`src/common/board_pkg.sv`:
```
// shared widths, packed event/reset structs and enums for the hps fabric logic, used by scoped name
package board_pkg;

  // ========================================
  // board widths
  // ========================================
  localparam int key_w     = 4;   // push keys KEY[3:0]
  localparam int sw_w      = 10;  // slide switches SW[9:0]
  localparam int led_pio_w = 9;   // hps led word, lands on LEDR[9:1]
  localparam int stm_w     = 28;  // stm hw event word into the hps

  // zero pad on top of the event word
  localparam int stm_pad_w = stm_w - sw_w - led_pio_w - key_w;

  // ========================================
  // vectors and structs
  // ========================================
  typedef logic [key_w-1:0]     key_vec_t;  // raw or debounced key levels
  typedef logic [sw_w-1:0]      sw_vec_t;   // switch levels
  typedef logic [led_pio_w-1:0] led_pio_t;  // led word from the hps pio

  // hps reset requests, raw from the request port or stretched
  typedef struct packed {
    logic cold;   // cold reset
    logic warm;   // warm reset
    logic debug;  // debug reset
  } reset_req_t;

  // stm hw events, msb first
  typedef struct packed {
    logic [stm_pad_w-1:0] pad;      // always zero
    sw_vec_t              sw;       // switches straight through
    led_pio_t             led_pio;  // hps led word
    key_vec_t             keys;     // debounced keys
  } stm_events_t;

  // ========================================
  // enums
  // ========================================
  // idle level convention of a debounced input
  typedef enum logic {
    active_low  = 1'b0,  // idles high, pressed = 0
    active_high = 1'b1   // idles low
  } polarity_e;

  // which transition fires the pulse generator
  typedef enum logic [1:0] {
    edge_rising  = 2'd0,
    edge_falling = 2'd1,
    edge_any     = 2'd2
  } edge_type_e;

  // per-bit debouncer state
  typedef enum logic {
    db_stable   = 1'b0,  // sample matches output
    db_counting = 1'b1   // sample differs, counting stable samples
  } debounce_state_e;

endpackage
```
`src/logic/hps_fabric_top.sv`:
```
// fabric top, debounces keys, stretches hps reset requests, blinks ledr[0] and packs the stm event word
`timescale 1ns/1ps

module hps_fabric_top #(
  parameter int debounce_cycles    = 50000,     // 1 ms at 50 MHz
  parameter int debounce_cnt_w     = 16,
  parameter int cold_pulse_cycles  = 6,
  parameter int warm_pulse_cycles  = 2,
  parameter int debug_pulse_cycles = 32,
  parameter int heartbeat_cycles   = 25000000   // 0.5 s half period
) (
  input  logic                          fpga_clk_50,
  input  logic                          hps_fpga_reset_n,
  input  board_pkg::key_vec_t           key,        // raw push keys, active low
  input  board_pkg::sw_vec_t            sw,
  input  board_pkg::led_pio_t           led_pio,    // led word from the hps
  input  board_pkg::reset_req_t         reset_req,  // raw reset requests
  output logic [board_pkg::led_pio_w:0] ledr,
  output board_pkg::key_vec_t           debounced_key,
  output board_pkg::reset_req_t         reset_pulse,
  output board_pkg::stm_events_t        stm_events
);

  logic heartbeat_led;
  logic cold_pulse;
  logic warm_pulse;
  logic debug_pulse;

  // ========================================
  // keys
  // ========================================
  key_debounce #(
    .width           (board_pkg::key_w),
    .polarity        (board_pkg::active_low),
    .debounce_cycles (debounce_cycles),
    .cnt_w           (debounce_cnt_w)
  ) u_key_debounce (
    .fpga_clk_50      (fpga_clk_50),
    .hps_fpga_reset_n (hps_fpga_reset_n),
    .data_in          (key),
    .data_out         (debounced_key)
  );

  // ========================================
  // hps reset request stretchers
  // ========================================
  reset_pulse_gen #(
    .edge_type    (board_pkg::edge_rising),
    .pulse_cycles (cold_pulse_cycles)
  ) u_pulse_cold (
    .fpga_clk_50      (fpga_clk_50),
    .hps_fpga_reset_n (hps_fpga_reset_n),
    .signal_in        (reset_req.cold),
    .pulse_out        (cold_pulse)
  );

  reset_pulse_gen #(
    .edge_type    (board_pkg::edge_rising),
    .pulse_cycles (warm_pulse_cycles)
  ) u_pulse_warm (
    .fpga_clk_50      (fpga_clk_50),
    .hps_fpga_reset_n (hps_fpga_reset_n),
    .signal_in        (reset_req.warm),
    .pulse_out        (warm_pulse)
  );

  reset_pulse_gen #(
    .edge_type    (board_pkg::edge_rising),
    .pulse_cycles (debug_pulse_cycles)  // longest of the three
  ) u_pulse_debug (
    .fpga_clk_50      (fpga_clk_50),
    .hps_fpga_reset_n (hps_fpga_reset_n),
    .signal_in        (reset_req.debug),
    .pulse_out        (debug_pulse)
  );

  assign reset_pulse = '{cold: cold_pulse, warm: warm_pulse, debug: debug_pulse};

  // ========================================
  // leds and event word
  // ========================================
  heartbeat #(
    .heartbeat_cycles (heartbeat_cycles)
  ) u_heartbeat (
    .fpga_clk_50      (fpga_clk_50),
    .hps_fpga_reset_n (hps_fpga_reset_n),
    .led              (heartbeat_led)
  );

  assign ledr = {led_pio, heartbeat_led};  // hps word above the blinker

  // combinational, no added latency
  assign stm_events = '{pad: '0, sw: sw, led_pio: led_pio, keys: debounced_key};

endmodule

```
`src/logic/heartbeat.sv`:
```
// free-running divider that blinks the heartbeat led, one toggle per heartbeat_cycles clocks
`timescale 1ns/1ps

module heartbeat #(
  parameter int heartbeat_cycles = 25000000  // half period in clocks
) (
  input  logic fpga_clk_50,
  input  logic hps_fpga_reset_n,
  output logic led
);

  localparam int cnt_w = (heartbeat_cycles > 1) ? $clog2(heartbeat_cycles) : 1;
  localparam logic [cnt_w-1:0] wrap_cnt = cnt_w'(heartbeat_cycles - 1);

  logic [cnt_w-1:0] cnt;
  logic             led_q;

  always_ff @(posedge fpga_clk_50 or negedge hps_fpga_reset_n)
  begin
    if (!hps_fpga_reset_n)
    begin
      cnt   <= '0;
      led_q <= 1'b0;  // dark out of reset
    end
    else if (cnt == wrap_cnt)
    begin
      cnt   <= '0;
      led_q <= ~led_q;  // half period done
    end
    else
      cnt <= cnt + 1'b1;
  end

  assign led = led_q;

endmodule

```
`src/reset_pulse/reset_pulse_gen.sv`:
```
// edge detector that stretches a detected edge into a fixed-length pulse, new edges ignored while busy
`timescale 1ns/1ps

module reset_pulse_gen #(
  parameter board_pkg::edge_type_e edge_type    = board_pkg::edge_rising,
  parameter int                    pulse_cycles = 6  // pulse length in clocks
) (
  input  logic fpga_clk_50,
  input  logic hps_fpga_reset_n,
  input  logic signal_in,
  output logic pulse_out
);

  // counter only needs pulse_cycles - 1
  localparam int cnt_w = (pulse_cycles > 1) ? $clog2(pulse_cycles) : 1;
  localparam logic [cnt_w-1:0] cnt_load = cnt_w'(pulse_cycles - 1);

  logic             signal_q;   // previous input value
  logic             edge_seen;  // selected edge between register and live input
  logic [cnt_w-1:0] cnt;        // remaining cycles after the current one
  logic             pulse_q;

  // ========================================
  // edge select
  // ========================================
  always_comb
  begin
    case (edge_type)
      board_pkg::edge_rising:  edge_seen = signal_in & ~signal_q;
      board_pkg::edge_falling: edge_seen = ~signal_in & signal_q;
      default:                 edge_seen = signal_in ^ signal_q;  // either way
    endcase
  end

  always_ff @(posedge fpga_clk_50 or negedge hps_fpga_reset_n)
  begin
    if (!hps_fpga_reset_n)
      signal_q <= 1'b0;
    else
      signal_q <= signal_in;
  end

  // ========================================
  // pulse stretch
  // ========================================
  always_ff @(posedge fpga_clk_50 or negedge hps_fpga_reset_n)
  begin
    if (!hps_fpga_reset_n)
    begin
      cnt     <= '0;
      pulse_q <= 1'b0;
    end
    else if (pulse_q)
    begin
      // busy, edges fall through here unseen
      if (cnt == '0)
        pulse_q <= 1'b0;
      else
        cnt <= cnt - 1'b1;
    end
    else if (edge_seen)
    begin
      cnt     <= cnt_load;  // high for cnt_load + 1 cycles
      pulse_q <= 1'b1;
    end
  end

  assign pulse_out = pulse_q;

endmodule

```
`src/debounce/key_debounce.sv`:
```
// per-bit input debouncer whose output follows an input level once it is stable for a set count
`timescale 1ns/1ps

module key_debounce #(
  parameter int                   width           = 4,
  parameter board_pkg::polarity_e polarity        = board_pkg::active_low,
  parameter int                   debounce_cycles = 50000,  // 1 ms at 50 MHz
  parameter int                   cnt_w           = 16      // holds debounce_cycles - 1
) (
  input  logic             fpga_clk_50,
  input  logic             hps_fpga_reset_n,
  input  logic [width-1:0] data_in,
  output logic [width-1:0] data_out
);

  // level the output sits at out of reset
  localparam logic idle_level = (polarity == board_pkg::active_low) ? 1'b1 : 1'b0;

  // count value on the last of debounce_cycles differing samples
  localparam logic [cnt_w-1:0] last_cnt = cnt_w'(debounce_cycles - 1);

  // ========================================
  // one counter and state per bit
  // ========================================
  for (genvar i = 0; i < width; i++)
  begin : g_bit
    logic                       level;    // debounced level of this bit
    logic [cnt_w-1:0]           cnt;      // differing samples seen so far
    board_pkg::debounce_state_e state;
    logic                       differs;  // live sample != output
    logic [cnt_w-1:0]           run_len;  // samples already in this run

    assign differs  = data_in[i] ^ level;
    assign run_len  = (state == board_pkg::db_counting) ? cnt : '0;  // fresh run from stable
    assign data_out[i] = level;

    always_ff @(posedge fpga_clk_50 or negedge hps_fpga_reset_n)
    begin
      if (!hps_fpga_reset_n)
      begin
        level <= idle_level;
        cnt   <= '0;
        state <= board_pkg::db_stable;
      end
      else if (!differs)
      begin
        // bounced back so the run is dropped
        state <= board_pkg::db_stable;
      end
      else if (run_len == last_cnt)
      begin
        level <= data_in[i];  // stable long enough so take it
        state <= board_pkg::db_stable;
      end
      else
      begin
        cnt   <= run_len + 1'b1;
        state <= board_pkg::db_counting;
      end
    end
  end

endmodule

```
`config.mk`:
```
export PLATFORM = sky130hd
export DESIGN_NAME = hps_fabric_top
export DESIGN_NICKNAME = d
export VERILOG_FILES = /design/src/common/board_pkg.sv /design/src/logic/hps_fabric_top.sv /design/src/logic/heartbeat.sv /design/src/reset_pulse/reset_pulse_gen.sv /design/src/debounce/key_debounce.sv
export SDC_FILE = /design/constraint.sdc
export NUM_CORES = 1
export LEC_CHECK = 0
export ABC_AREA = 1
export BUFFER_PORTS_ARGS = -buffer_cell sky130_fd_sc_hd__buf_2
export CORE_ASPECT_RATIO = 0.5
export CORE_UTILIZATION = 45
export DETAILED_ROUTE_END_ITERATION = 16
export PLACE_DENSITY = 0.74
export SYNTH_ARGS = -nofsm -noshare
export SYNTH_HDL_FRONTEND = slang
export SYNTH_SLANG_ARGS = --single-unit
```
`constraint.sdc`:
```
create_clock -name fpga_clk_50 -period 3.8 [get_ports fpga_clk_50]
set_clock_uncertainty 0.05 [all_clocks]
set_input_delay 0.19 -clock fpga_clk_50 [delete_from_list [all_inputs] [get_ports fpga_clk_50]]
set_output_delay 0.19 -clock fpga_clk_50 [all_outputs]
set_load 0.01 [all_outputs]
```
==> report_table.html, run 1 <==
<table>
<tr><th>Metric</th><th>Value</th></tr>
<tr><th colspan="2">Outcome</th></tr>
<tr><td>Result of the run</td><td>completed</td></tr>
<tr><th colspan="2">Logic synthesis</th></tr>
<tr><td>Sequential share of the synthesized area</td><td>0.368</td></tr>
<tr><td>Cell type contributing the most total cell area after synthesis</td><td>dfrtp_1</td></tr>
<tr><td>Number of enable flip-flop cells after synthesis</td><td>0</td></tr>
<tr><td>Post-synthesis instance area</td><td>7700 sq um</td></tr>
<tr><td>Most common cell in the synthesized netlist</td><td>nand2_1</td></tr>
<tr><td>Share of Yosys cell area claimed by the top area cell type</td><td>0.354</td></tr>
<tr><td>Synth top cells by count</td><td>400 x nand2_1, 155 x nor2_1, 116 x inv_1</td></tr>
<tr><td>Total of flip-flops plus latches after synthesis</td><td>113</td></tr>
<tr><td>Most used flip-flop cell after synthesis</td><td>dfrtp_1</td></tr>
<tr><td>Library cells used by synthesis</td><td>34</td></tr>
<tr><td>Syn Inst Count</td><td>1125</td></tr>
<tr><td>Syn_area_per_cell</td><td>6.84 sq um</td></tr>
<tr><td>Share of flip-flops with an asynchronous set or reset after synthesis</td><td>1.00</td></tr>
<tr><td>Total number of yosys warnings</td><td>0</td></tr>
<tr><td>Leading cell types by total area after synthesis</td><td>dfrtp_1 35%, nand2_1 20%, nor2_1 7.6%</td></tr>
<tr><th colspan="2">Placed design</th></tr>
<tr><td>Area after DPL</td><td>7590 sq um</td></tr>
<tr><td>I/O Buffers</td><td>20</td></tr>
<tr><td>Final HPWL DP</td><td>10.8 mm</td></tr>
<tr><td>Pre-CTS WS</td><td>1.44 ns</td></tr>
<tr><td>Global placement routability congestion</td><td>0.909</td></tr>
<tr><th colspan="2">Hold path</th></tr>
<tr><td>Number of stages on the worst hold path</td><td>0</td></tr>
<tr><td>Worst min-delay path startpoint</td><td>sw[1]</td></tr>
<tr><td>Path class of the lowest-slack min-delay path</td><td>in -&gt; out</td></tr>
<tr><td>Endpoint with the worst hold slack</td><td>stm_events[14]</td></tr>
<tr><th colspan="2">Timing</th></tr>
<tr><td>Hold Fails Final Rpt</td><td>0</td></tr>
<tr><td>Final Hold Slack</td><td>0.330 ns</td></tr>
<tr><td>Period Utilization, post-route</td><td>0.631</td></tr>
<tr><td>Post-route minimum period</td><td>2.40 ns</td></tr>
<tr><td>Fmax</td><td>0.417 GHz</td></tr>
<tr><td>Normalized max-slew margin</td><td>0.441</td></tr>
<tr><td># setup viols final</td><td>0</td></tr>
<tr><td>Setup total negative slack</td><td>0 ns</td></tr>
<tr><td>Setup repair after global routing missed its margin</td><td>no</td></tr>
<tr><td>Pins over their slew limit</td><td>0</td></tr>
<tr><td>Pin slew with the least headroom to its limit</td><td>0.838 ns</td></tr>
<tr><td>Setup slack of the critical path after layout</td><td>1.40 ns</td></tr>
<tr><th colspan="2">Worst setup path</th></tr>
<tr><td>CP max stage cell</td><td>dfrtp_1</td></tr>
<tr><td>Worst R2R Setup Slack</td><td>1.40 ns</td></tr>
<tr><td>Critical path class</td><td>reg -&gt; reg</td></tr>
<tr><td>Crit path largest cell delay</td><td>0.89 ns</td></tr>
<tr><td>Reg-to-reg startpoint</td><td>u_key_debounce.g_bit[3].state</td></tr>
<tr><td>Buffers plus inverters on the worst setup path</td><td>1</td></tr>
<tr><td>Crit path DAT</td><td>2.64 ns</td></tr>
<tr><td>Cell family with the largest share of critical-path delay</td><td>simple AND/OR/NAND/NOR gates</td></tr>
<tr><td>Critical path startpoint category</td><td>flop</td></tr>
<tr><td>Reg-to-reg endpoint</td><td>u_key_debounce.g_bit[3].cnt[14]</td></tr>
<tr><td>Largest driver fanout on the critical path</td><td>28</td></tr>
<tr><td>Most common cell type on the critical path</td><td>nand2_1</td></tr>
<tr><td>Worst-case reg-to-reg path depth</td><td>10</td></tr>
<tr><td>CP required</td><td>4.05 ns</td></tr>
<tr><td>Worst-path cell chain</td><td>nand2_1, inv_1, ha_1, nand2_1, nor2_4, nand3_1, nor2_2, nor2_4, nand2_1, nand2_1</td></tr>
<tr><td>CP Capture Type</td><td>flop</td></tr>
<tr><th colspan="2">Power and ir drop</th></tr>
<tr><td>Leakage power</td><td>0.00399 uW</td></tr>
<tr><td>Peak supply drop</td><td>0.354 mV</td></tr>
<tr><td>Power density cells</td><td>382 nW/um^2</td></tr>
<tr><th colspan="2">Clocking</th></tr>
<tr><td>Post_cts resized</td><td>0</td></tr>
<tr><td>CTS tree</td><td>done</td></tr>
<tr><td>Post-CTS Hold Buffers</td><td>8</td></tr>
<tr><td>Clock Sinks</td><td>113</td></tr>
<tr><td>Register clock-pin slew on the reported worst setup and hold paths</td><td>0.05 ns</td></tr>
<tr><td>Number of levels in the clock H-tree</td><td>4</td></tr>
<tr><td>Maximum clock insertion buffer count</td><td>2</td></tr>
<tr><td>Worst skew pair latency</td><td>0.41 ns</td></tr>
<tr><td>Root buffer cell</td><td>clkbuf_16</td></tr>
<tr><td>Post-CTS setup buffer count</td><td>0</td></tr>
<tr><td>TritonCTS Buffers</td><td>17</td></tr>
<tr><th colspan="2">Finish</th></tr>
<tr><td>Fin nets</td><td>1150</td></tr>
<tr><td>Cell area after layout</td><td>8220 sq um</td></tr>
<tr><td>Layout cell share with drive strength beyond 1</td><td>0.100</td></tr>
<tr><td>Layout overhead on the synthesized area</td><td>6.83%</td></tr>
<tr><td>Diode insertion count for antenna repair</td><td>0</td></tr>
<tr><th colspan="2">Detailed routing</th></tr>
<tr><td>Post-detailed-route count of antenna-violating nets</td><td>0</td></tr>
<tr><td>Residual DRC</td><td>0</td></tr>
<tr><td>Avg WL per Cell</td><td>11.2 um</td></tr>
<tr><td>First DRT Iteration DRCs</td><td>360</td></tr>
<tr><td>First-pass iteration count of the detailed router</td><td>5</td></tr>
<tr><td>Vias</td><td>6690</td></tr>
<tr><td>Wire length after detailed routing</td><td>15.2 mm</td></tr>
<tr><td>Vias per inst</td><td>4.94</td></tr>
<tr><th colspan="2">GRT</th></tr>
<tr><td>Total global-route track usage</td><td>0.185</td></tr>
<tr><td>Antenna violations before repair</td><td>0</td></tr>
<tr><td>Met1 layer usage reported by global route</td><td>0.235</td></tr>
<tr><td>Met2 capacity usage during global routing</td><td>0.317</td></tr>
<tr><td>Sum of overflow across all layers after global routing</td><td>0</td></tr>
<tr><td>Wire length of the first global-routing pass</td><td>26.9 mm</td></tr>
<tr><td>Vias in the first global route</td><td>6108</td></tr>
<tr><td>Maximum number of pins on one net before global-route repair</td><td>66</td></tr>
<tr><td>Met3 Use GR</td><td>0.0372</td></tr>
<tr><td>Routing layer with the top usage in global route</td><td>met2</td></tr>
<tr><th colspan="2">Floorplan</th></tr>
<tr><td>Height of the die</td><td>94.5 um</td></tr>
<tr><td>Row count</td><td>33</td></tr>
<tr><td>Die width</td><td>187 um</td></tr>
<tr><td>Core Area</td><td>16600 sq um</td></tr>
<tr><td>Floorplan die area</td><td>17700 sq um</td></tr>
<tr><td>I/O pin count</td><td>73</td></tr>
<tr><td>Initial Util</td><td>0.465</td></tr>
<tr><th colspan="2">Flow run</th></tr>
<tr><td>Max-cap violation count</td><td>0</td></tr>
</table>
==> state kept, by name, summed over array words and instances, names as in the netlist, 3 cells and up <==
signal,cells
u_key_debounce.g_bit.level,4
u_heartbeat.cnt,25
u_pulse_debug.cnt,5
u_pulse_cold.cnt,3
u_key_debounce.g_bit.state,4
u_key_debounce.g_bit.cnt,64
==> worst max-delay path by stage <==
stage	end	slack [ns]	startpoint	cells past startpoint
final	u_key_debounce.g_bit[3].cnt[14]	1.40	u_key_debounce.g_bit[3].state	10
after global routing	u_key_debounce.g_bit[1].cnt[2]	1.19	u_key_debounce.g_bit[1].state	9
after CTS	u_key_debounce.g_bit[3].cnt[14]	1.44	u_key_debounce.g_bit[3].state	10
after detailed placement	u_key_debounce.g_bit[3].cnt[15]	1.44	u_key_debounce.g_bit[3].state	10
after global placement	u_key_debounce.g_bit[3].cnt[11]	1.51	u_key_debounce.g_bit[3].state	10
after floorplan	u_key_debounce.g_bit[3].cnt[5]	1.93	u_key_debounce.g_bit[3].state	14
==> cell usage in the layout, fill, tap and decap left out, types with 11 or more instances in the layout <==
cell type	instances
buf_2	19
dfrtp_1	109
nor2_1	155
o21ai_0	31
inv_1	116
xnor2_1	11
nand2_2	13
nand3_1	82
xor2_1	25
nand2_1	400
nor2_2	17
o21bai_1	11
nand4_1	27
clkbuf_16	17
==> cell families (layout without fill, tap and decap cells) <==
kind of cell               after synthesis  after routing  synth area share
buffers and inverters                  185            183             0.129
DFF                                    113            113             0.368
other                                    1              5          0.000487
xor gates and xnor gates                36             36            0.0410
and+or+nand+nor                        726            726             0.407
AOI/OAI and AO/OA                       56             56            0.0418
adders and majority gates                8              8            0.0130
==> power breakdown <==
part	switching [uW]	internal, uW	leakage [uW]
sequential	67.3	1290	0.00149
combinational	192	105	0.00224
clock	580	912	0.000261
total	840	2300	0.00399
==> worst register-to-register path: cells and delay by family, from the launching register on <==
| kind | cells | cell delay (ns) |
|---|---|---|
| AND/OR/NAND/NOR | 8 | 1.01 |
| flip-flops | 1 | 0.89 |
| buffers and inverters | 1 | 0.13 |
| adder cells (fa/ha/maj) | 1 | 0.21 |
==> per-layer routing <==
layer  up-vias  wire (um)
li1       3432          -
met1      3115       7480
met2       124       6990
met3        19        587
met4         0        166
met5         -          0
==> per-stage QoR <==
| step | instances | utilization | total power (uW) |
|---|---|---|---|
| after floorplan | 1129 | - | 1630 |
| after global placement | 1314 | 0.458 | 1650 |
| after detailed placement | 1314 | 0.458 | 1670 |
| after CTS | 1354 | 0.497 | 3180 |
| after global routing | 1354 | 0.497 | 3300 |
| final | 1354 | 0.497 | 3140 |
==> area by class of cell <==
cell class	instances	area [sq um]
fillers	1585	8330
multi-input cells	831	3890
flip-flops and latches	113	2830
inverters	119	447
clock buffers	19	443
well taps	227	284
repair buffers	32	213
clock inverters	13	114
Note: power is estimated with default switching activity, not from simulation.
==> run 2: changes to the inputs <==
--- a/config.mk
+++ b/config.mk
@@ -10,7 +10,7 @@
 export CORE_ASPECT_RATIO = 0.5
 export CORE_UTILIZATION = 45
 export DETAILED_ROUTE_END_ITERATION = 16
-export PLACE_DENSITY = 0.74
+export PLACE_DENSITY = 0.77
 export SYNTH_ARGS = -nofsm -noshare
 export SYNTH_HDL_FRONTEND = slang
 export SYNTH_SLANG_ARGS = --single-unit
==> constraint.sdc (replaced) <==
create_clock -name fpga_clk_50 -period 2.14 [get_ports fpga_clk_50]
set_clock_uncertainty 0.05 [all_clocks]
set_input_delay 0.107 -clock fpga_clk_50 [delete_from_list [all_inputs] [get_ports fpga_clk_50]]
set_output_delay 0.107 -clock fpga_clk_50 [all_outputs]
set_load 0.01 [all_outputs]
==> report_table.html, run 2 (synthesized netlist as in run 1, its figures left out) <==
<table>
<tr><th>Metric</th><th>Value</th></tr>
<tr><th colspan="2">Outcome</th></tr>
<tr><td>Result of the run</td><td>completed</td></tr>
<tr><th colspan="2">Clocking</th></tr>
<tr><td>Number of levels in the clock H-tree</td><td>4 (unchanged)</td></tr>
<tr><td>Post-CTS setup buffer count</td><td>0 (unchanged)</td></tr>
<tr><td>TritonCTS Buffers</td><td>17 (unchanged)</td></tr>
<tr><td>Clock Sinks</td><td>113 (unchanged)</td></tr>
<tr><td>Root buffer cell</td><td>clkbuf_16</td></tr>
<tr><td>Register clock-pin slew on the reported worst setup and hold paths</td><td>0.06 ns (about the same)</td></tr>
<tr><td>Worst skew pair latency</td><td>0.41 ns (about the same)</td></tr>
<tr><td>Maximum clock insertion buffer count</td><td>2 (unchanged)</td></tr>
<tr><td>CTS tree</td><td>done</td></tr>
<tr><th colspan="2">Finish</th></tr>
<tr><td>Utilization of the core after routing</td><td>0.500 (+0.00340)</td></tr>
<tr><td>Final Instance Count excl. Fillers</td><td>1359 (+0.37%)</td></tr>
<tr><td>Register name with the most flops</td><td>u_key_debounce.g_bit.cnt</td></tr>
<tr><td>Max reg flops</td><td>64 (unchanged)</td></tr>
<tr><td>Count of filler cells inserted in the layout</td><td>1564 (-1.3%)</td></tr>
<tr><td>Most frequent cells in the layout</td><td>400 x nand2_1, 155 x nor2_1, 116 x inv_1</td></tr>
<tr><td>Layout cell share with drive strength beyond 1</td><td>0.104 (+0.00397)</td></tr>
<tr><td>Most common library cell in the layout ignoring fill and taps</td><td>nand2_1</td></tr>
<tr><td>Registers with the most flip-flops</td><td>u_key_debounce.g_bit.cnt (64), u_heartbeat.cnt (25), u_pulse_debug.cnt (5)</td></tr>
<tr><td>Fin nets</td><td>1155 (+0.43%)</td></tr>
<tr><td>Layout overhead on the synthesized area</td><td>7.56%</td></tr>
<tr><td>Diode insertion count for antenna repair</td><td>0 (unchanged)</td></tr>
<tr><th colspan="2">Worst setup path</th></tr>
<tr><td>Crit path largest cell delay</td><td>0.51 ns (-0.38 ns)</td></tr>
<tr><td>CP max stage cell</td><td>dfrtp_1</td></tr>
<tr><td>Worst-path cell chain</td><td>buf_4, nand2_1, nor3_2, nand3_2, nand2_2, o21ai_0</td></tr>
<tr><td>Crit path DAT</td><td>2.18 ns (-0.46 ns)</td></tr>
<tr><td>Critical path class</td><td>reg -&gt; reg</td></tr>
<tr><td>Critical path startpoint category</td><td>flop</td></tr>
<tr><td>CP Capture Type</td><td>flop</td></tr>
<tr><td>Buffers plus inverters on the worst setup path</td><td>1 (unchanged)</td></tr>
<tr><td>CP required</td><td>2.37 ns (-1.68 ns)</td></tr>
<tr><td>Cell family with the largest share of critical-path delay</td><td>simple AND/OR/NAND/NOR gates</td></tr>
<tr><td>Largest driver fanout on the critical path</td><td>22 (-21%)</td></tr>
<tr><th colspan="2">Floorplan</th></tr>
<tr><td>I/O pin count</td><td>73 (unchanged)</td></tr>
<tr><td>Die width</td><td>187 um (unchanged)</td></tr>
<tr><td>Initial Util</td><td>0.465 (unchanged)</td></tr>
<tr><td>Core Area</td><td>16600 sq um (unchanged)</td></tr>
<tr><td>Floorplan die area</td><td>17700 sq um (unchanged)</td></tr>
<tr><td>Row count</td><td>33 (unchanged)</td></tr>
<tr><td>Height of the die</td><td>94.5 um (unchanged)</td></tr>
<tr><th colspan="2">Timing</th></tr>
<tr><td>Final Hold Slack</td><td>0.157 ns (-0.173 ns)</td></tr>
<tr><td>Pins over their slew limit</td><td>0 (unchanged)</td></tr>
<tr><td>Normalized max-slew margin</td><td>0.661 (+0.220)</td></tr>
<tr><td>Setup total negative slack</td><td>0 ns (unchanged)</td></tr>
<tr><td>Fmax</td><td>0.511 GHz (+23%)</td></tr>
<tr><td>Setup repair after global routing missed its margin</td><td>no</td></tr>
<tr><td>Setup slack of the critical path after layout</td><td>0.184 ns (-1.22 ns)</td></tr>
<tr><td>Hold Fails Final Rpt</td><td>0 (unchanged)</td></tr>
<tr><td>Pin slew with the least headroom to its limit</td><td>0.508 ns (-0.330 ns)</td></tr>
<tr><td>Post-route minimum period</td><td>1.96 ns (-0.442 ns)</td></tr>
<tr><td>Period Utilization, post-route</td><td>0.914 (+0.283)</td></tr>
<tr><td># setup viols final</td><td>0 (unchanged)</td></tr>
<tr><th colspan="2">Placed design</th></tr>
<tr><td>Cell count after placement</td><td>1319 (+0.38%)</td></tr>
<tr><td>Pre-CTS WS</td><td>0.174 ns (-1.27 ns)</td></tr>
<tr><td>Final HPWL DP</td><td>11.2 mm (+3.8%)</td></tr>
<tr><td>I/O Buffers</td><td>20 (unchanged)</td></tr>
<tr><td>Global placement routability congestion</td><td>0.979 (+7.7%)</td></tr>
<tr><th colspan="2">Detailed routing</th></tr>
<tr><td>Wire length after detailed routing</td><td>15.6 mm (+2.7%)</td></tr>
<tr><td>First DRT Iteration DRCs</td><td>492 (+37%)</td></tr>
<tr><td>Post-detailed-route count of antenna-violating nets</td><td>0 (unchanged)</td></tr>
<tr><td>Vias</td><td>6722 (+0.48%)</td></tr>
<tr><td>First-pass iteration count of the detailed router</td><td>6 (+1)</td></tr>
<tr><td>Avg WL per Cell</td><td>11.5 um (+2.3%)</td></tr>
<tr><td>Vias per inst</td><td>4.95 (+0.11%)</td></tr>
<tr><td>Residual DRC</td><td>0 (unchanged)</td></tr>
<tr><th colspan="2">GRT</th></tr>
<tr><td>Vias in the first global route</td><td>6393 (+4.7%)</td></tr>
<tr><td>Antenna violations before repair</td><td>0 (unchanged)</td></tr>
<tr><td>Maximum number of pins on one net before global-route repair</td><td>45 (-32%)</td></tr>
<tr><td>Total global-route track usage</td><td>0.192 (+0.00677)</td></tr>
<tr><td>Wire length of the first global-routing pass</td><td>27.8 mm (+3.4%)</td></tr>
<tr><td>Sum of overflow across all layers after global routing</td><td>0 (unchanged)</td></tr>
<tr><th colspan="2">Flow run</th></tr>
<tr><td>Max-cap violation count</td><td>0 (unchanged)</td></tr>
<tr><th colspan="2">Hold path</th></tr>
<tr><td>Path class of the lowest-slack min-delay path</td><td>in -&gt; async</td></tr>
<tr><th colspan="2">Power and ir drop</th></tr>
<tr><td>Peak supply drop</td><td>0.619 mV (+75%)</td></tr>
<tr><td>Power density cells</td><td>676 nW/um^2 (+77%)</td></tr>
<tr><td>Leakage power</td><td>0.00403 uW (+1.1%)</td></tr>
</table>
-- run 2: cell count changes in the layout (fill, tap and decap cells not counted), sizes merged --
| cell | before | now |
|---|---|---|
| clkbuf | 19 | 21 |
| clkinvlp | 5 | 3 |
| clkinv | 6 | 7 |
| buf | 24 | 29 |
| inv | 120 | 119 |
-- run 2: what timing repair did --
action                                  CTS  global route
hold endpoints to repair                 45             0
resized for setup                         0             1
hold buffers                              8             0
endpoints found under the setup margin    0             1
-- run 2: worst register-to-register path, delay by kind of cell, from the launching register on --
family          cells  cell delay, ns
compound gates      1            0.14
simple gates        4            0.85
buf+inv             1            0.28
flops               1            0.51
-- run 2: per-stage QoR --
| stage | total power (uW) | cell area, sq um |
|---|---|---|
| finish | 5600 | 8280 |
| global route | 5860 | 8280 |
| CTS | 5650 | 8270 |
| detailed placement | 2980 | 7640 |
| global placement | 2930 | 7640 |
| floorplan | 2900 | 7710 |
-- run 2: path summary, 6_finish.rpt --
kind                                               start                              to  slack, ns  cells past startpoint
hold reg to reg                       u_heartbeat.cnt[0]              u_heartbeat.cnt[0]       0.42                      1
min in group fpga_clk_50                           sw[0]                  stm_events[13]       0.16                      0
setup / recovery           u_key_debounce.g_bit[1].state  u_key_debounce.g_bit[1].cnt[2]       0.18                      6
setup reg to reg           u_key_debounce.g_bit[1].state  u_key_debounce.g_bit[1].cnt[2]       0.18                      6
max in group asynchronous               hps_fpga_reset_n   u_key_debounce.g_bit[1].level       1.18                      3
hold / removal                          hps_fpga_reset_n             u_heartbeat.cnt[24]       0.16                      2
-- run 2: report_power, final --
group	internal, uW	switching, uW
sequential	2280	104
clock	1670	982
combinational	197	358
total	4150	1440
-- run 2: per-layer routing --
layer | vias to the layer above | global-route usage | part of all wire
met5 | - | 0 | 0
met4 | 0 | 0.0840 | 0.016
met3 | 28 | 0.0338 | 0.044
met2 | 162 | 0.337 | 0.47
met1 | 3084 | 0.235 | 0.47
li1 | 3448 | - | -
-- run 2: final cells by class --
cell class | instances | area (sq um) | area share
clock inverters | 11 | 87.6 | 0.0106
repair buffers | 37 | 263 | 0.0317
inverters | 119 | 447 | 0.0540
well taps | 227 | 284 | 0.0343
clock buffers | 21 | 470 | 0.0568
multi-input cells | 831 | 3890 | 0.470
flip-flops and latches | 113 | 2830 | 0.342
==> run 3: changes to the inputs <==
--- a/config.mk
+++ b/config.mk
@@ -5,12 +5,11 @@
 export SDC_FILE = /design/constraint.sdc
 export NUM_CORES = 1
 export LEC_CHECK = 0
-export ABC_AREA = 1
 export BUFFER_PORTS_ARGS = -buffer_cell sky130_fd_sc_hd__buf_2
 export CORE_ASPECT_RATIO = 0.5
 export CORE_UTILIZATION = 45
 export DETAILED_ROUTE_END_ITERATION = 16
-export PLACE_DENSITY = 0.77
+export PLACE_DENSITY = 0.78
 export SYNTH_ARGS = -nofsm -noshare
 export SYNTH_HDL_FRONTEND = slang
 export SYNTH_SLANG_ARGS = --single-unit
==> report_table.html, run 3 <==
<table>
<tr><th>Metric</th><th>Value</th></tr>
<tr><th colspan="2">Floorplan</th></tr>
<tr><td>Initial Util</td><td>0.463 (-0.00145)</td></tr>
<tr><td>Floorplan die area</td><td>14500 sq um (-18%)</td></tr>
<tr><td>Die width</td><td>170 um (-9.3%)</td></tr>
<tr><td>Core Area</td><td>13600 sq um (-18%)</td></tr>
<tr><td>Row count</td><td>30 (-9.1%)</td></tr>
<tr><td>Height of the die</td><td>85.8 um (-9.2%)</td></tr>
<tr><td>I/O pin count</td><td>73 (unchanged)</td></tr>
<tr><th colspan="2">Finish</th></tr>
<tr><td>Count of filler cells inserted in the layout</td><td>1114 (-29%)</td></tr>
<tr><td>Layout overhead on the synthesized area</td><td>18.1%</td></tr>
<tr><td>Utilization of the core after routing</td><td>0.547 (+0.0471)</td></tr>
<tr><td>Diode insertion count for antenna repair</td><td>0 (unchanged)</td></tr>
<tr><td>Most common library cell in the layout ignoring fill and taps</td><td>dfrtp_1</td></tr>
<tr><td>Sequential cell area</td><td>2830 sq um (unchanged)</td></tr>
<tr><td>Fin nets</td><td>752 (-35%)</td></tr>
<tr><td>Most frequent cells in the layout</td><td>109 x dfrtp_1, 93 x nand2_1, 67 x nand3_1</td></tr>
<tr><td>Max reg flops</td><td>64 (unchanged)</td></tr>
<tr><td>Register name with the most flops</td><td>u_key_debounce.g_bit.cnt</td></tr>
<tr><td>Total area of multi-input combinational cells</td><td>3080 sq um (-21%)</td></tr>
<tr><td>Registers with the most flip-flops</td><td>u_key_debounce.g_bit.cnt (64), u_heartbeat.cnt (25), u_pulse_debug.cnt (5)</td></tr>
<tr><td>Layout cell share with drive strength beyond 1</td><td>0.189 (+0.0851)</td></tr>
<tr><th colspan="2">Logic synthesis</th></tr>
<tr><td>Most common cell in the synthesized netlist</td><td>dfrtp_1</td></tr>
<tr><td>Syn_area_per_cell</td><td>9.15 sq um (+34%)</td></tr>
<tr><td>Leading cell types by total area after synthesis</td><td>dfrtp_1 43%, nand3_1 5.5%, nand2_1 5.5%</td></tr>
<tr><td>Post-synthesis instance area</td><td>6310 sq um (-18%)</td></tr>
<tr><td>Sequential share of the synthesized area</td><td>0.449 (+0.0806)</td></tr>
<tr><td>Total of flip-flops plus latches after synthesis</td><td>113 (unchanged)</td></tr>
<tr><td>Number of enable flip-flop cells after synthesis</td><td>0 (unchanged)</td></tr>
<tr><td>Cell type contributing the most total cell area after synthesis</td><td>dfrtp_1</td></tr>
<tr><td>Syn Inst Count</td><td>690 (-39%)</td></tr>
<tr><td>Library cells used by synthesis</td><td>62 (+82%)</td></tr>
<tr><td>Total number of yosys warnings</td><td>0 (unchanged)</td></tr>
<tr><td>Most used flip-flop cell after synthesis</td><td>dfrtp_1</td></tr>
<tr><td>Share of flip-flops with an asynchronous set or reset after synthesis</td><td>1.00 (unchanged)</td></tr>
<tr><td>Synth top cells by count</td><td>109 x dfrtp_1, 93 x nand2_1, 70 x nand3_1</td></tr>
<tr><td>Share of Yosys cell area claimed by the top area cell type</td><td>0.432 (+0.0776)</td></tr>
<tr><th colspan="2">Placed design</th></tr>
<tr><td>I/O Buffers</td><td>20 (unchanged)</td></tr>
<tr><td>Final HPWL DP</td><td>8.37 mm (-25%)</td></tr>
<tr><td>Global placement routability congestion</td><td>0.824 (-16%)</td></tr>
<tr><th colspan="2">Clocking</th></tr>
<tr><td>Root buffer cell</td><td>clkbuf_16</td></tr>
<tr><td>TritonCTS Buffers</td><td>17 (unchanged)</td></tr>
<tr><td>CTS tree</td><td>done</td></tr>
<tr><td>Clock Sinks</td><td>113 (unchanged)</td></tr>
<tr><td>Register clock-pin slew on the reported worst setup and hold paths</td><td>0.06 ns (about the same)</td></tr>
<tr><td>Number of levels in the clock H-tree</td><td>4 (unchanged)</td></tr>
<tr><td>Maximum clock insertion buffer count</td><td>2 (unchanged)</td></tr>
<tr><td>Worst skew pair latency</td><td>0.42 ns (about the same)</td></tr>
<tr><th colspan="2">Worst setup path</th></tr>
<tr><td>Worst-path cell chain</td><td>and2_4, ha_4, nand4_1, nor4_4, or2_4, buf_12, or4b_4, o211ai_2</td></tr>
<tr><td>Largest driver fanout on the critical path</td><td>11 (-50%)</td></tr>
<tr><td>CP required</td><td>2.43 ns (+0.06 ns)</td></tr>
<tr><td>Critical path startpoint category</td><td>flop</td></tr>
<tr><td>CP Capture Type</td><td>flop</td></tr>
<tr><td>Crit path largest cell delay</td><td>0.48 ns (-0.03 ns)</td></tr>
<tr><td>CP max stage cell</td><td>or4b_4</td></tr>
<tr><td>Worst-case reg-to-reg path depth</td><td>8 (+2)</td></tr>
<tr><td>Crit path DAT</td><td>2.38 ns (+0.20 ns)</td></tr>
<tr><td>Critical path class</td><td>reg -&gt; reg</td></tr>
<tr><th colspan="2">Detailed routing</th></tr>
<tr><td>Wire length after detailed routing</td><td>13.1 mm (-16%)</td></tr>
<tr><td>Avg WL per Cell</td><td>14.2 um (+24%)</td></tr>
<tr><td>First-pass iteration count of the detailed router</td><td>5 (-1)</td></tr>
<tr><td>Vias</td><td>5166 (-23%)</td></tr>
<tr><td>First DRT Iteration DRCs</td><td>426 (-13%)</td></tr>
<tr><td>Vias per inst</td><td>5.61 (+13%)</td></tr>
<tr><td>Residual DRC</td><td>0 (unchanged)</td></tr>
<tr><td>Post-detailed-route count of antenna-violating nets</td><td>0 (unchanged)</td></tr>
<tr><th colspan="2">Timing</th></tr>
<tr><td>Normalized max-slew margin</td><td>0.661 (about the same)</td></tr>
<tr><td>Fmax</td><td>0.478 GHz (-6.5%)</td></tr>
<tr><td>Hold Fails Final Rpt</td><td>0 (unchanged)</td></tr>
<tr><td>Post-route minimum period</td><td>2.09 ns (+0.136 ns)</td></tr>
<tr><td>Period Utilization, post-route</td><td>0.977 (+0.0636)</td></tr>
<tr><td>Pins over their slew limit</td><td>0 (unchanged)</td></tr>
<tr><td># setup viols final</td><td>0 (unchanged)</td></tr>
<tr><td>Pin slew with the least headroom to its limit</td><td>0.502 ns (-0.00648 ns)</td></tr>
<tr><th colspan="2">Outcome</th></tr>
<tr><td>Result of the run</td><td>completed</td></tr>
<tr><th colspan="2">Power and ir drop</th></tr>
<tr><td>Peak supply drop</td><td>0.652 mV (+5.3%)</td></tr>
<tr><td>Leakage power</td><td>0.00335 uW (-17%)</td></tr>
<tr><td>Power density cells</td><td>980 nW/um^2 (+45%)</td></tr>
<tr><td>Design Power</td><td>7300 uW (+31%)</td></tr>
<tr><th colspan="2">GRT</th></tr>
<tr><td>Total global-route track usage</td><td>0.188 (-0.00338)</td></tr>
<tr><td>Sum of overflow across all layers after global routing</td><td>0 (unchanged)</td></tr>
<tr><td>Antenna violations before repair</td><td>0 (unchanged)</td></tr>
<tr><td>Maximum number of pins on one net before global-route repair</td><td>61 (+36%)</td></tr>
<tr><td>Wire length of the first global-routing pass</td><td>22.1 mm (-21%)</td></tr>
<tr><td>Vias in the first global route</td><td>4791 (-25%)</td></tr>
<tr><th colspan="2">Hold path</th></tr>
<tr><td>Path class of the lowest-slack min-delay path</td><td>in -&gt; async</td></tr>
<tr><th colspan="2">Flow run</th></tr>
<tr><td>Max-cap violation count</td><td>0 (unchanged)</td></tr>
</table>
[run 3: cell types whose count changed after synthesis, moves of 12 or more]
| cell | before | now |
|---|---|---|
| nand2_1 | 400 | 93 |
| nor2_1 | 155 | 55 |
| inv_1 | 116 | 20 |
| nor2_2 | 17 | 0 |
| and3_1 | 0 | 15 |
| mux2i_1 | 0 | 15 |
| clkbuf_1 | 0 | 14 |
| and2_1 | 1 | 14 |
| nand2_2 | 13 | 0 |
| or4_1 | 0 | 13 |
| nand3_1 | 82 | 70 |
[run 3: final cells by class]
class / count / share of cell area
clock buffers: 19 / 0.0594
clock inverters: 13 / 0.0311
inverters: 21 / 0.0112
multi-input cells: 491 / 0.413
flip-flops and latches: 113 / 0.380
well taps: 192 / 0.0322
repair buffers: 72 / 0.0728
[run 3: metal layers]
layer,global-route usage,routed length (um),vias up
li1,-,-,2473
met1,0.231,5790,2541
met2,0.326,6570,121
met3,0.0383,518,31
met4,0.0786,240,0
met5,0,0,-
[run 3: what timing repair did]
item	CTS	global route
gates cloned	0	1
setup endpoints to repair	2	27
pin swaps	1	3
hold buffers	8	0
endpoints found under the hold margin	92	0
gates resized for setup	1	17
buffers inserted	2	3
[run 3: final timing paths]
path                                               startpoint                        endpoint  slack, ns
min in group fpga_clk_50                                sw[6]                  stm_events[19]       0.16
worst min-delay path                         hps_fpga_reset_n             u_heartbeat.cnt[23]       0.10
worst max register to register  u_key_debounce.g_bit[3].state  u_key_debounce.g_bit[3].cnt[3]       0.05
worst min register to register                u_heartbeat.led                 u_heartbeat.led       0.41
worst max-delay path            u_key_debounce.g_bit[3].state  u_key_debounce.g_bit[3].cnt[3]       0.05
max in group asynchronous                    hps_fpga_reset_n   u_key_debounce.g_bit[1].level       1.22
[run 3: logic make-up (layout without fill, tap and decap cells)]
logic type	after synthesis	count (layout)	synth area share
flops	113	113	0.449
buf+inv	90	125	0.0866
mux	22	22	0.0363
compound gates	88	88	0.0927
fa+ha+maj	8	8	0.0159
xor+xnor	28	28	0.0388
other cells	1	5	0.000594
simple gates	340	340	0.281
[run 3: report_power, final]
part | internal [uW] | switching, uW | total, uW
clock | 2220 | 1010 | 3230
combinational | 541 | 627 | 1170
sequential | 2500 | 407 | 2910
[run 3: worst max-delay path, delay by kind of cell (launching register included)]
family,cells,cell delay (ns)
AOI/OAI and AO/OA,1,0.07
DFF,1,0.42
adders and majority gates,1,0.17
buffers and inverters,1,0.15
and+or+nand+nor,5,1.15
[run 3: metrics by stage]
step | hold slack [ns] | std cells | instance area (sq um) | setup TNS, ns | worst slack, ns
after floorplan | -0.239 | 694 | 6410 | -0.0977 | -0.0388
after global placement | -0.00421 | 875 | 6570 | 0 | 0.0917
after detailed placement | 0.0000596 | 875 | 6570 | -0.0222 | -0.0222
after CTS | 0.105 | 917 | 7340 | 0 | 0.00146
after global routing | 0.127 | 921 | 7450 | -0.0519 | -0.0169
final | 0.102 | 921 | 7450 | 0 | 0.0484
